File: config.mk
export PLATFORM = sky130hd
export DESIGN_NAME = arp_reply_top
export DESIGN_NICKNAME = d
export VERILOG_FILES = /design/src/eth_pkg.sv /design/src/arp_pkg.sv /design/src/arp_lane_if.sv /design/src/eth_crc32.sv /design/src/arp_frame_tx.sv /design/src/arp_req_dispatch.sv /design/src/gmii_tx_mux.sv /design/src/arp_reply_top.sv
export VERILOG_INCLUDE_DIRS = /design/src
export SDC_FILE = /design/constraint.sdc
export NUM_CORES = 1
export LEC_CHECK = 0
export BUFFER_PORTS_ARGS = -buffer_cell sky130_fd_sc_hd__buf_2
export CAP_MARGIN = 15
export CORE_ASPECT_RATIO = 0.7
export CORE_MARGIN = 4
export CORE_UTILIZATION = 45
export CTS_CLUSTER_SIZE = 40
export DETAILED_ROUTE_END_ITERATION = 10
export REMOVE_ABC_BUFFERS = 1
export SLEW_MARGIN = 20
export SYNTH_ARGS = -nofsm -noshare
export SYNTH_HDL_FRONTEND = slang
export SYNTH_SLANG_ARGS = --single-unit
File: constraint.sdc
create_clock -name gmii_tx_clk -period 20.6 [get_ports gmii_tx_clk]
set_clock_uncertainty 0.2 [all_clocks]
set_input_delay 1.03 -clock gmii_tx_clk [delete_from_list [all_inputs] [get_ports gmii_tx_clk]]
set_output_delay 1.03 -clock gmii_tx_clk [all_outputs]
set_load 0.1 [all_outputs]
File: src/arp_defines.svh
`ifndef ARP_DEFINES_SVH
`define ARP_DEFINES_SVH

// number of board identities on the port
`define ARP_NUM_LANES 2

// lane i answers with base + i
`define ARP_BOARD_MAC_BASE 48'h02_12_34_56_78_00
`define ARP_BOARD_IP_BASE  32'hc0_a8_01_64

`endif

File: src/eth_pkg.sv
`default_nettype none

package eth_pkg;

    typedef logic [47:0] mac_addr_t;   // station address
    typedef logic [31:0] ipv4_addr_t;  // ipv4 address, network order
    typedef logic [7:0]  gmii_byte_t;  // one gmii data beat
    typedef logic [31:0] crc32_t;      // fcs accumulator

endpackage

`default_nettype wire

File: src/arp_pkg.sv
`default_nettype none

package arp_pkg;

    typedef enum logic [2:0] {
        st_idle,
        st_preamble,
        st_eth_head,
        st_arp_head,
        st_tx_data,
        st_tx_pad,
        st_crc
    } arp_tx_state_t;

    localparam int preamble_len = 8;   // 7x 55 then sfd
    localparam int eth_head_len = 14;
    localparam int arp_head_len = 8;
    localparam int arp_data_len = 20;  // sender then target pairs
    localparam int pad_len      = 18;  // up to 60 byte minimum
    localparam int fcs_len      = 4;

    localparam logic [15:0] eth_type_arp    = 16'h0806;
    localparam logic [15:0] hw_type_eth     = 16'h0001;
    localparam logic [15:0] proto_type_ipv4 = 16'h0800;
    localparam logic [15:0] op_reply        = 16'h0002;
    localparam logic [7:0]  hw_addr_len     = 8'h06;
    localparam logic [7:0]  proto_addr_len  = 8'h04;

endpackage

`default_nettype wire

File: src/arp_lane_if.sv
`default_nettype none

interface arp_lane_if import eth_pkg::*; ();

    logic       refresh;      // start strobe for one reply
    mac_addr_t  dec_mac;      // requester mac
    ipv4_addr_t dec_ip;       // requester ip
    logic       arp_working;
    logic       gmii_tx_en;
    gmii_byte_t gmii_txd;

    modport lane (
        input  refresh, dec_mac, dec_ip,
        output arp_working, gmii_tx_en, gmii_txd
    );

    modport dispatch (
        output refresh, dec_mac, dec_ip,
        input  arp_working
    );

    modport mux (
        input gmii_tx_en, gmii_txd, arp_working
    );

endinterface

`default_nettype wire

File: src/eth_crc32.sv
`default_nettype none

module eth_crc32 import eth_pkg::*; (
    input  wire             gmii_tx_clk,
    input  wire             rstn,
    input  wire             crc_en,
    input  wire             crc_clr,
    input  wire gmii_byte_t data,
    output crc32_t          crc_data,
    output crc32_t          crc_next
);

    localparam crc32_t crc_poly = 32'h04c1_1db7;

    // data enters lsb first, register kept in msb-first form
    always_comb begin
        crc_next = crc_data;
        for (int i = 0; i < 8; i++) begin
            if (crc_next[31] ^ data[i]) begin
                crc_next = {crc_next[30:0], 1'b0} ^ crc_poly;
            end else begin
                crc_next = {crc_next[30:0], 1'b0};
            end
        end
    end

    always_ff @(posedge gmii_tx_clk or negedge rstn) begin
        if (!rstn) begin
            crc_data <= '1;
        end else if (crc_clr) begin
            crc_data <= '1;        // ready for next frame
        end else if (crc_en) begin
            crc_data <= crc_next;
        end
    end

endmodule

`default_nettype wire

File: src/arp_frame_tx.sv
`default_nettype none

module arp_frame_tx import eth_pkg::*, arp_pkg::*; #(
    parameter mac_addr_t  board_mac = 48'h02_12_34_56_78_00,
    parameter ipv4_addr_t board_ip  = 32'hc0_a8_01_64
) (
    input  wire      gmii_tx_clk,
    input  wire      rstn,
    arp_lane_if.lane lane
);

    // fixed header bytes, first byte in the top bits
    localparam logic [111:0] eth_hdr = {48'hffff_ffff_ffff, board_mac, eth_type_arp};
    localparam logic [63:0]  arp_hdr = {hw_type_eth, proto_type_ipv4, hw_addr_len,
                                        proto_addr_len, op_reply};

    arp_tx_state_t st;
    arp_tx_state_t st_next;
    logic [4:0]    cnt;
    logic [4:0]    seg_last;
    mac_addr_t     peer_mac;
    ipv4_addr_t    peer_ip;
    logic [159:0]  arp_dat;
    gmii_byte_t    tx_byte;
    logic          fcs_last;
    logic          crc_en;
    logic          crc_clr;
    crc32_t        crc_data;
    crc32_t        crc_next;

    function automatic gmii_byte_t fcs_byte(input gmii_byte_t c);
        gmii_byte_t r;
        for (int i = 0; i < 8; i++) begin
            r[i] = ~c[7 - i];
        end
        return r;
    endfunction

    assign arp_dat = {board_mac, board_ip, peer_mac, peer_ip};

    always_comb begin
        seg_last = '0;
        st_next  = st_idle;
        case (st)
            st_preamble: begin
                seg_last = 5'(preamble_len - 1);
                st_next  = st_eth_head;
            end
            st_eth_head: begin
                seg_last = 5'(eth_head_len - 1);
                st_next  = st_arp_head;
            end
            st_arp_head: begin
                seg_last = 5'(arp_head_len - 1);
                st_next  = st_tx_data;
            end
            st_tx_data: begin
                seg_last = 5'(arp_data_len - 1);
                st_next  = st_tx_pad;
            end
            st_tx_pad: begin
                seg_last = 5'(pad_len - 1);
                st_next  = st_crc;
            end
            st_crc: begin
                seg_last = 5'(fcs_len - 1);
                st_next  = st_idle;
            end
            default: ;
        endcase
    end

    always_comb begin
        case (st)
            st_preamble: tx_byte = (cnt == seg_last) ? 8'hd5 : 8'h55;
            st_eth_head: tx_byte = eth_hdr[8 * (eth_head_len - 1 - int'(cnt)) +: 8];
            st_arp_head: tx_byte = arp_hdr[8 * (arp_head_len - 1 - int'(cnt)) +: 8];
            st_tx_data:  tx_byte = arp_dat[8 * (arp_data_len - 1 - int'(cnt)) +: 8];
            st_crc: begin
                case (cnt[1:0])
                    2'd0:    tx_byte = fcs_byte(crc_next[31:24]);  // last pad byte still going in
                    2'd1:    tx_byte = fcs_byte(crc_data[23:16]);
                    2'd2:    tx_byte = fcs_byte(crc_data[15:8]);
                    default: tx_byte = fcs_byte(crc_data[7:0]);
                endcase
            end
            default:     tx_byte = 8'h00;  // pad and idle
        endcase
    end

    always_ff @(posedge gmii_tx_clk or negedge rstn) begin
        if (!rstn) begin
            st               <= st_idle;
            cnt              <= '0;
            lane.gmii_tx_en  <= 1'b0;
            lane.arp_working <= 1'b0;
            crc_en           <= 1'b0;
            fcs_last         <= 1'b0;
            crc_clr          <= 1'b0;
        end else begin
            if (st == st_idle) begin
                cnt <= '0;
                if (lane.refresh) begin
                    st <= st_preamble;
                end
            end else if (cnt == seg_last) begin
                st  <= st_next;
                cnt <= '0;
            end else begin
                cnt <= cnt + 5'd1;
            end
            // outputs trail the state by one cycle
            lane.gmii_tx_en  <= (st != st_idle);
            lane.arp_working <= (st != st_idle);
            crc_en   <= st inside {st_eth_head, st_arp_head, st_tx_data, st_tx_pad};
            fcs_last <= (st == st_crc) && (cnt == seg_last);
            crc_clr  <= fcs_last;
        end
    end

    always_ff @(posedge gmii_tx_clk) begin
        lane.gmii_txd <= tx_byte;
        if (lane.refresh && st == st_idle) begin
            peer_mac <= lane.dec_mac;
            peer_ip  <= lane.dec_ip;
        end
    end

    eth_crc32 u_crc (
        .gmii_tx_clk (gmii_tx_clk),
        .rstn        (rstn),
        .crc_en      (crc_en),
        .crc_clr     (crc_clr),
        .data        (lane.gmii_txd),
        .crc_data    (crc_data),
        .crc_next    (crc_next)
    );

endmodule

`default_nettype wire

File: src/arp_req_dispatch.sv
`default_nettype none

`include "arp_defines.svh"

module arp_req_dispatch import eth_pkg::*; (
    input  wire             gmii_tx_clk,
    input  wire             rstn,
    input  wire             req,
    input  wire mac_addr_t  req_mac,
    input  wire ipv4_addr_t req_ip,
    input  wire ipv4_addr_t req_target_ip,
    input  wire             out_busy,
    arp_lane_if.dispatch    lanes [`ARP_NUM_LANES-1:0]
);

    localparam int num_lanes = `ARP_NUM_LANES;
    localparam int idx_w     = (num_lanes > 1) ? $clog2(num_lanes) : 1;

    logic [num_lanes-1:0] lane_busy;
    logic                 hit;
    logic [idx_w-1:0]     hit_idx;
    logic                 pend_vld;
    logic [idx_w-1:0]     pend_idx;
    mac_addr_t            pend_mac;
    ipv4_addr_t           pend_ip;
    logic                 fire;
    logic                 fire_d1;
    logic                 fire_d2;

    // lowest matching lane wins
    always_comb begin
        hit     = 1'b0;
        hit_idx = '0;
        for (int i = num_lanes - 1; i >= 0; i--) begin
            if (req_target_ip == ipv4_addr_t'(`ARP_BOARD_IP_BASE + i)) begin
                hit     = 1'b1;
                hit_idx = idx_w'(i);
            end
        end
    end

    // guard covers the gap before the lane raises arp_working
    assign fire = pend_vld && !(|lane_busy) && !out_busy && !fire_d1 && !fire_d2;

    for (genvar g = 0; g < num_lanes; g++) begin : g_lane
        assign lane_busy[g]     = lanes[g].arp_working;
        assign lanes[g].refresh = fire && (pend_idx == idx_w'(g));
        assign lanes[g].dec_mac = pend_mac;
        assign lanes[g].dec_ip  = pend_ip;
    end

    always_ff @(posedge gmii_tx_clk or negedge rstn) begin
        if (!rstn) begin
            pend_vld <= 1'b0;
            pend_idx <= '0;
            fire_d1  <= 1'b0;
            fire_d2  <= 1'b0;
        end else begin
            fire_d1 <= fire;
            fire_d2 <= fire_d1;
            if (fire) begin
                pend_vld <= 1'b0;
            end else if (req && hit && !pend_vld) begin
                pend_vld <= 1'b1;
                pend_idx <= hit_idx;
            end
        end
    end

    always_ff @(posedge gmii_tx_clk) begin
        if (req && hit && !pend_vld) begin
            pend_mac <= req_mac;
            pend_ip  <= req_ip;
        end
    end

endmodule

`default_nettype wire

File: src/gmii_tx_mux.sv
`default_nettype none

`include "arp_defines.svh"

module gmii_tx_mux import eth_pkg::*; (
    input  wire        gmii_tx_clk,
    input  wire        rstn,
    arp_lane_if.mux    lanes [`ARP_NUM_LANES-1:0],
    output logic       gmii_tx_en,
    output gmii_byte_t gmii_txd,
    output logic       tx_busy
);

    localparam int num_lanes = `ARP_NUM_LANES;

    logic [num_lanes-1:0] lane_work;
    logic [num_lanes-1:0] lane_en;
    gmii_byte_t           lane_txd [num_lanes];
    logic                 sel_en;
    gmii_byte_t           sel_txd;

    for (genvar g = 0; g < num_lanes; g++) begin : g_lane
        assign lane_work[g] = lanes[g].arp_working;
        assign lane_en[g]   = lanes[g].gmii_tx_en;
        assign lane_txd[g]  = lanes[g].gmii_txd;
    end

    // at most one lane works at a time
    always_comb begin
        sel_en  = 1'b0;
        sel_txd = 8'h00;
        for (int i = 0; i < num_lanes; i++) begin
            if (lane_work[i]) begin
                sel_en  = lane_en[i];
                sel_txd = lane_txd[i];
            end
        end
    end

    always_ff @(posedge gmii_tx_clk or negedge rstn) begin
        if (!rstn) begin
            gmii_tx_en <= 1'b0;
        end else begin
            gmii_tx_en <= sel_en;
        end
    end

    always_ff @(posedge gmii_tx_clk) begin
        gmii_txd <= sel_txd;
    end

    assign tx_busy = (|lane_work) || gmii_tx_en;  // includes the registered tail byte

endmodule

`default_nettype wire

File: src/arp_reply_top.sv
`default_nettype none

`include "arp_defines.svh"

module arp_reply_top import eth_pkg::*; (
    input  wire             gmii_tx_clk,
    input  wire             rstn,
    input  wire             req,
    input  wire mac_addr_t  req_mac,
    input  wire ipv4_addr_t req_ip,
    input  wire ipv4_addr_t req_target_ip,
    output wire             gmii_tx_en,
    output wire gmii_byte_t gmii_txd,
    output wire             tx_busy
);

    arp_lane_if lane_if [`ARP_NUM_LANES-1:0] ();

    arp_req_dispatch u_dispatch (
        .gmii_tx_clk   (gmii_tx_clk),
        .rstn          (rstn),
        .req           (req),
        .req_mac       (req_mac),
        .req_ip        (req_ip),
        .req_target_ip (req_target_ip),
        .out_busy      (tx_busy),
        .lanes         (lane_if)
    );

    for (genvar g = 0; g < `ARP_NUM_LANES; g++) begin : g_lane
        arp_frame_tx #(
            .board_mac (mac_addr_t'(`ARP_BOARD_MAC_BASE + g)),
            .board_ip  (ipv4_addr_t'(`ARP_BOARD_IP_BASE + g))
        ) u_lane (
            .gmii_tx_clk (gmii_tx_clk),
            .rstn        (rstn),
            .lane        (lane_if[g])
        );
    end

    gmii_tx_mux u_mux (
        .gmii_tx_clk (gmii_tx_clk),
        .rstn        (rstn),
        .lanes       (lane_if),
        .gmii_tx_en  (gmii_tx_en),
        .gmii_txd    (gmii_txd),
        .tx_busy     (tx_busy)
    );

endmodule

`default_nettype wire

==> flow_metrics.env <==
export IMPL_status="finished clean"
export IMPL_nets=1544
export IMPL_endpoint_kind="flop"
export IMPL_ys_ff_latch=357
export IMPL_max_freq_mhz=295
export IMPL_cp_required_ns=20.88
export IMPL_start_kind="flop"
export IMPL_cts_hold_repair_buffers=0
export IMPL_cts_root_buffer="clkbuf_16"
export IMPL_drt_iter0_markers=938
export IMPL_r2r_cells=6
export IMPL_yosysSeqAreaShare_pct=61.2
export IMPL_crit_arrival_ns=3.67
export IMPL_setup_tns_final_ns=0
export IMPL_synth_top_area_share_pct=43.7
export IMPL_ctsResizeCount=0
export IMPL_cts_sinks=357
export IMPL_io_pins=125
export IMPL_fp_coreArea_sq_um=36100
export IMPL_synth_area_per_cell_sq_um=12.7
export IMPL_grt_overflow_total=0
export IMPL_area_growth_syn_to_layout_pct=13.2
export IMPL_min_path_cells=0
export IMPL_hold_path_class="flop to flop"
export IMPL_yosysUniqueCellTypes=79
export IMPL_ys_warn_count=0
export IMPL_ys_top_cells_by_area="edfxtp_1 44%, dfstp_2 10%, xnor2_1 5.4%"
export IMPL_first_global_vias=10369
export IMPL_numCtsBuffers=36
export IMPL_clock_latency_ns=0.55
export IMPL_path_max_fanout=8
export IMPL_worst_slew_pin_slew_ns=1.12
export IMPL_p_int_w=0.00128
export IMPL_p_leak_nw=6.93
export IMPL_cts_tree="done"
export IMPL_net_switching_power_w=0.000517
export IMPL_synth_enable_flop_cells=240
export IMPL_slowest_delay_ns=0.82
export IMPL_p_sw_share_pct=28.7
export IMPL_pwr_share_seq_pct=45.8
export IMPL_antenna_found_initial=0
export IMPL_htreeDepth=2
export IMPL_first_pass_iters=5
export IMPL_die_area_sq_um=39900
export IMPL_gp_congestion=0.926
export IMPL_cap_violations=0
export IMPL_cpMaxStageDelayCell="a2111oi_1"
export IMPL_grt_pass1_wl_microns=61600
export IMPL_wl_microns=39700
export IMPL_final_max_slew_violation_count=0
export IMPL_vias=10472
export IMPL_power_density_nw_per_um2=96.4
export IMPL_syn_inst=1298
export IMPL_syn_cell_area_sq_um=16500
export IMPL_drive_gt1_share_pct=23.9
export IMPL_die_x_microns=237
export IMPL_n_antenna_cell=0
export IMPL_rows=58
export IMPL_initial_core_util_pct=45.8
export IMPL_io_buffers=124
export IMPL_wire_per_inst_microns=20.7
export IMPL_drc_errors=0
export IMPL_synth_flop_cell="edfxtp_1"
export IMPL_routed_via_density=5.47
export IMPL_dp_hpwl_microns=27300
export IMPL_ant_nets=0
export IMPL_fin_crit_sh_pct=16.5
export IMPL_finalHoldViolCount=0
export IMPL_post_route_min_period_ns=3.40
export IMPL_critical_path_class="flop to flop"
export IMPL_ir_worst_vdd_uv=61.6
export IMPL_finalInstanceArea_sq_um=18700
export IMPL_rsz0062_at_grt="no"
export IMPL_grt_usage_pct=19.7
export IMPL_chipHeight_microns=168
export IMPL_synthArstFlopShare_pct=26.1
export IMPL_placed_area_sq_um=17500
export IMPL_hold_ws_ns=0.150
export IMPL_cts_buffer_depth=3
export IMPL_slew_headroom_pct=25.2
export IMPL_yosys_area_top_type="edfxtp_1"
export IMPL_setup_violations=0
export IMPL_pwr_share_comb_pct=20.1
export IMPL_clk_pin_slew_ns=0.06
export IMPL_p_clk_share_pct=34.1
export IMPL_grt_max_degree=81
export IMPL_path_cells="clkinv_1, ha_1, xnor2_1, nand3_1, a2111oi_1, or4_1"
export IMPL_cts_setup_buffers=0
## power by group through the flow
stage	sequential (W)	clock, W	combinational, W
finish	0.000825	0.000615	0.000361
global route	0.000827	0.000662	0.000395
CTS	0.000824	0.000630	0.000360
detailed placement	0.000838	0	0.000357
global placement	0.000839	0	0.000355
floorplan	0.000836	0	0.000266
## synthesized netlist by cell type, types with 5 or more instances
cell      instances
edfxtp_1        240
nor2_1          109
xnor2_1         101
a21oi_1          90
nand2_1          81
dfstp_2          64
clkbuf_1         52
xor2_1           51
o21ai_0          49
or2_2            43
a211o_1          32
dfrtp_1          29
inv_1            25
dfxtp_1          24
ha_1             24
mux2i_1          21
mux4_2           21
o22ai_1          18
nand3_1          14
nor3_1           14
a211oi_1         13
nor2b_1          10
o31ai_1          10
buf_2             9
nand4_1           9
mux2_2            8
a31oi_1           7
o211ai_1          7
nand2b_1          6
nor4_1            6
a21o_1            5
clkinv_1          5
o311ai_0          5
or3_1             5
xnor2_2           5
## flip-flops by register name, indices dropped and copies added (netlist names)
| register | count |
|---|---|
| g_lane.u_lane.lane.gmii_txd | 16 |
| g_lane.u_lane.peer_ip | 64 |
| g_lane.u_lane.u_crc.crc_data | 64 |
| u_mux.gmii_txd | 8 |
| g_lane.u_lane.cnt | 10 |
| u_dispatch.lanes.dec_ip | 32 |
| g_lane.u_lane.peer_mac | 96 |
| g_lane.u_lane.st | 6 |
| g_lane.u_lane.crc_en | 2 |
| u_dispatch.lanes.dec_mac | 48 |
| g_lane.u_lane.crc_clr | 2 |
| g_lane.u_lane.fcs_last | 2 |
| u_dispatch.pend_idx | 1 |
| g_lane.u_lane.lane.arp_working | 2 |
| u_mux.gmii_tx_en | 1 |
| u_dispatch.fire_d1 | 1 |
| u_dispatch.pend_vld | 1 |
| u_dispatch.fire_d2 | 1 |
## final cells by class
type / instances / area [sq um]
clock buffers: 46 / 948
clock inverters: 20 / 164
fillers: 3113 / 17400
inverters: 31 / 116
multi-input cells: 841 / 6010
flip-flops and latches: 357 / 10100
well taps: 480 / 601
repair buffers: 138 / 748
## cell usage in the layout (no fill, tap or decap), types with 25 or more instances in the layout
cell type,synthesis,final
a211o_1,32,32
a21oi_1,90,90
buf_2,9,123
clkbuf_16,0,36
dfrtp_1,29,27
dfstp_2,64,64
edfxtp_1,240,240
inv_1,25,25
nand2_1,81,81
nor2_1,109,109
o21ai_0,49,49
or2_2,43,43
xnor2_1,101,101
xor2_1,51,51
## metal layers
metal,vias to the layer above,track usage (%),part of all wire (%)
li1,4982,-,-
met1,5111,31.0,50
met2,329,28.2,42
met3,50,4.21,6.6
met4,0,4.29,1.9
met5,-,0,0
## per-stage QoR
step | setup slack, ns | utilization, % | power (W) | std cells
4_1_cts | 17.22 | 51.7 | 0.00181 | 1912
6_report | 17.20 | 51.8 | 0.00180 | 1913
5_1_grt | 17.03 | 51.8 | 0.00188 | 1913
3_3_place_gp | 17.11 | 48.6 | 0.00119 | 1846
2_1_floorplan | 11.92 | - | 0.00110 | 1229
3_5_place_dp | 17.04 | 48.6 | 0.00120 | 1846
## critical path: cells and delay by family (launching register included)
kind | cells | cell delay, ns
AOI/OAI and AO/OA | 1 | 0.82
xor gates and xnor gates | 1 | 0.59
adders and majority gates | 1 | 0.41
buffers and inverters | 1 | 0.34
DFF | 1 | 0.34
and+or+nand+nor | 2 | 0.63
## path summary, 6_finish.rpt
path,start,end,slack (ns)
worst min register to register,g_lane[0].u_lane.fcs_last$_DFF_PN0_,g_lane[0].u_lane.crc_clr$_DFF_PN0_,0.15
worst max-delay path,g_lane[1].u_lane.cnt[2]$_DFF_PN0_,g_lane[1].u_lane.lane.gmii_txd[7]$_DFF_P_,17.20
min in group asynchronous,rstn,g_lane[0].u_lane.cnt[2]$_DFF_PN0_,0.20
max in group asynchronous,rstn,g_lane[1].u_lane.cnt[0]$_DFF_PN0_,18.76
worst min-delay path,g_lane[0].u_lane.fcs_last$_DFF_PN0_,g_lane[0].u_lane.crc_clr$_DFF_PN0_,0.15
worst max register to register,g_lane[1].u_lane.cnt[2]$_DFF_PN0_,g_lane[1].u_lane.lane.gmii_txd[7]$_DFF_P_,17.20
## logic make-up (layout without fill, tap and decap cells)
| kind of cell | Yosys count | in the layout | share of synthesized area, % |
|---|---|---|---|
| compound gates | 285 | 285 | 11.4 |
| xor+xnor | 161 | 161 | 9.10 |
| fa+ha+maj | 24 | 24 | 1.82 |
| buf+inv | 100 | 235 | 2.54 |
| flops | 357 | 357 | 61.2 |
| mux | 50 | 50 | 4.68 |
| simple gates | 321 | 321 | 9.33 |
No activity file was read; power rests on OpenSTA's default activity.
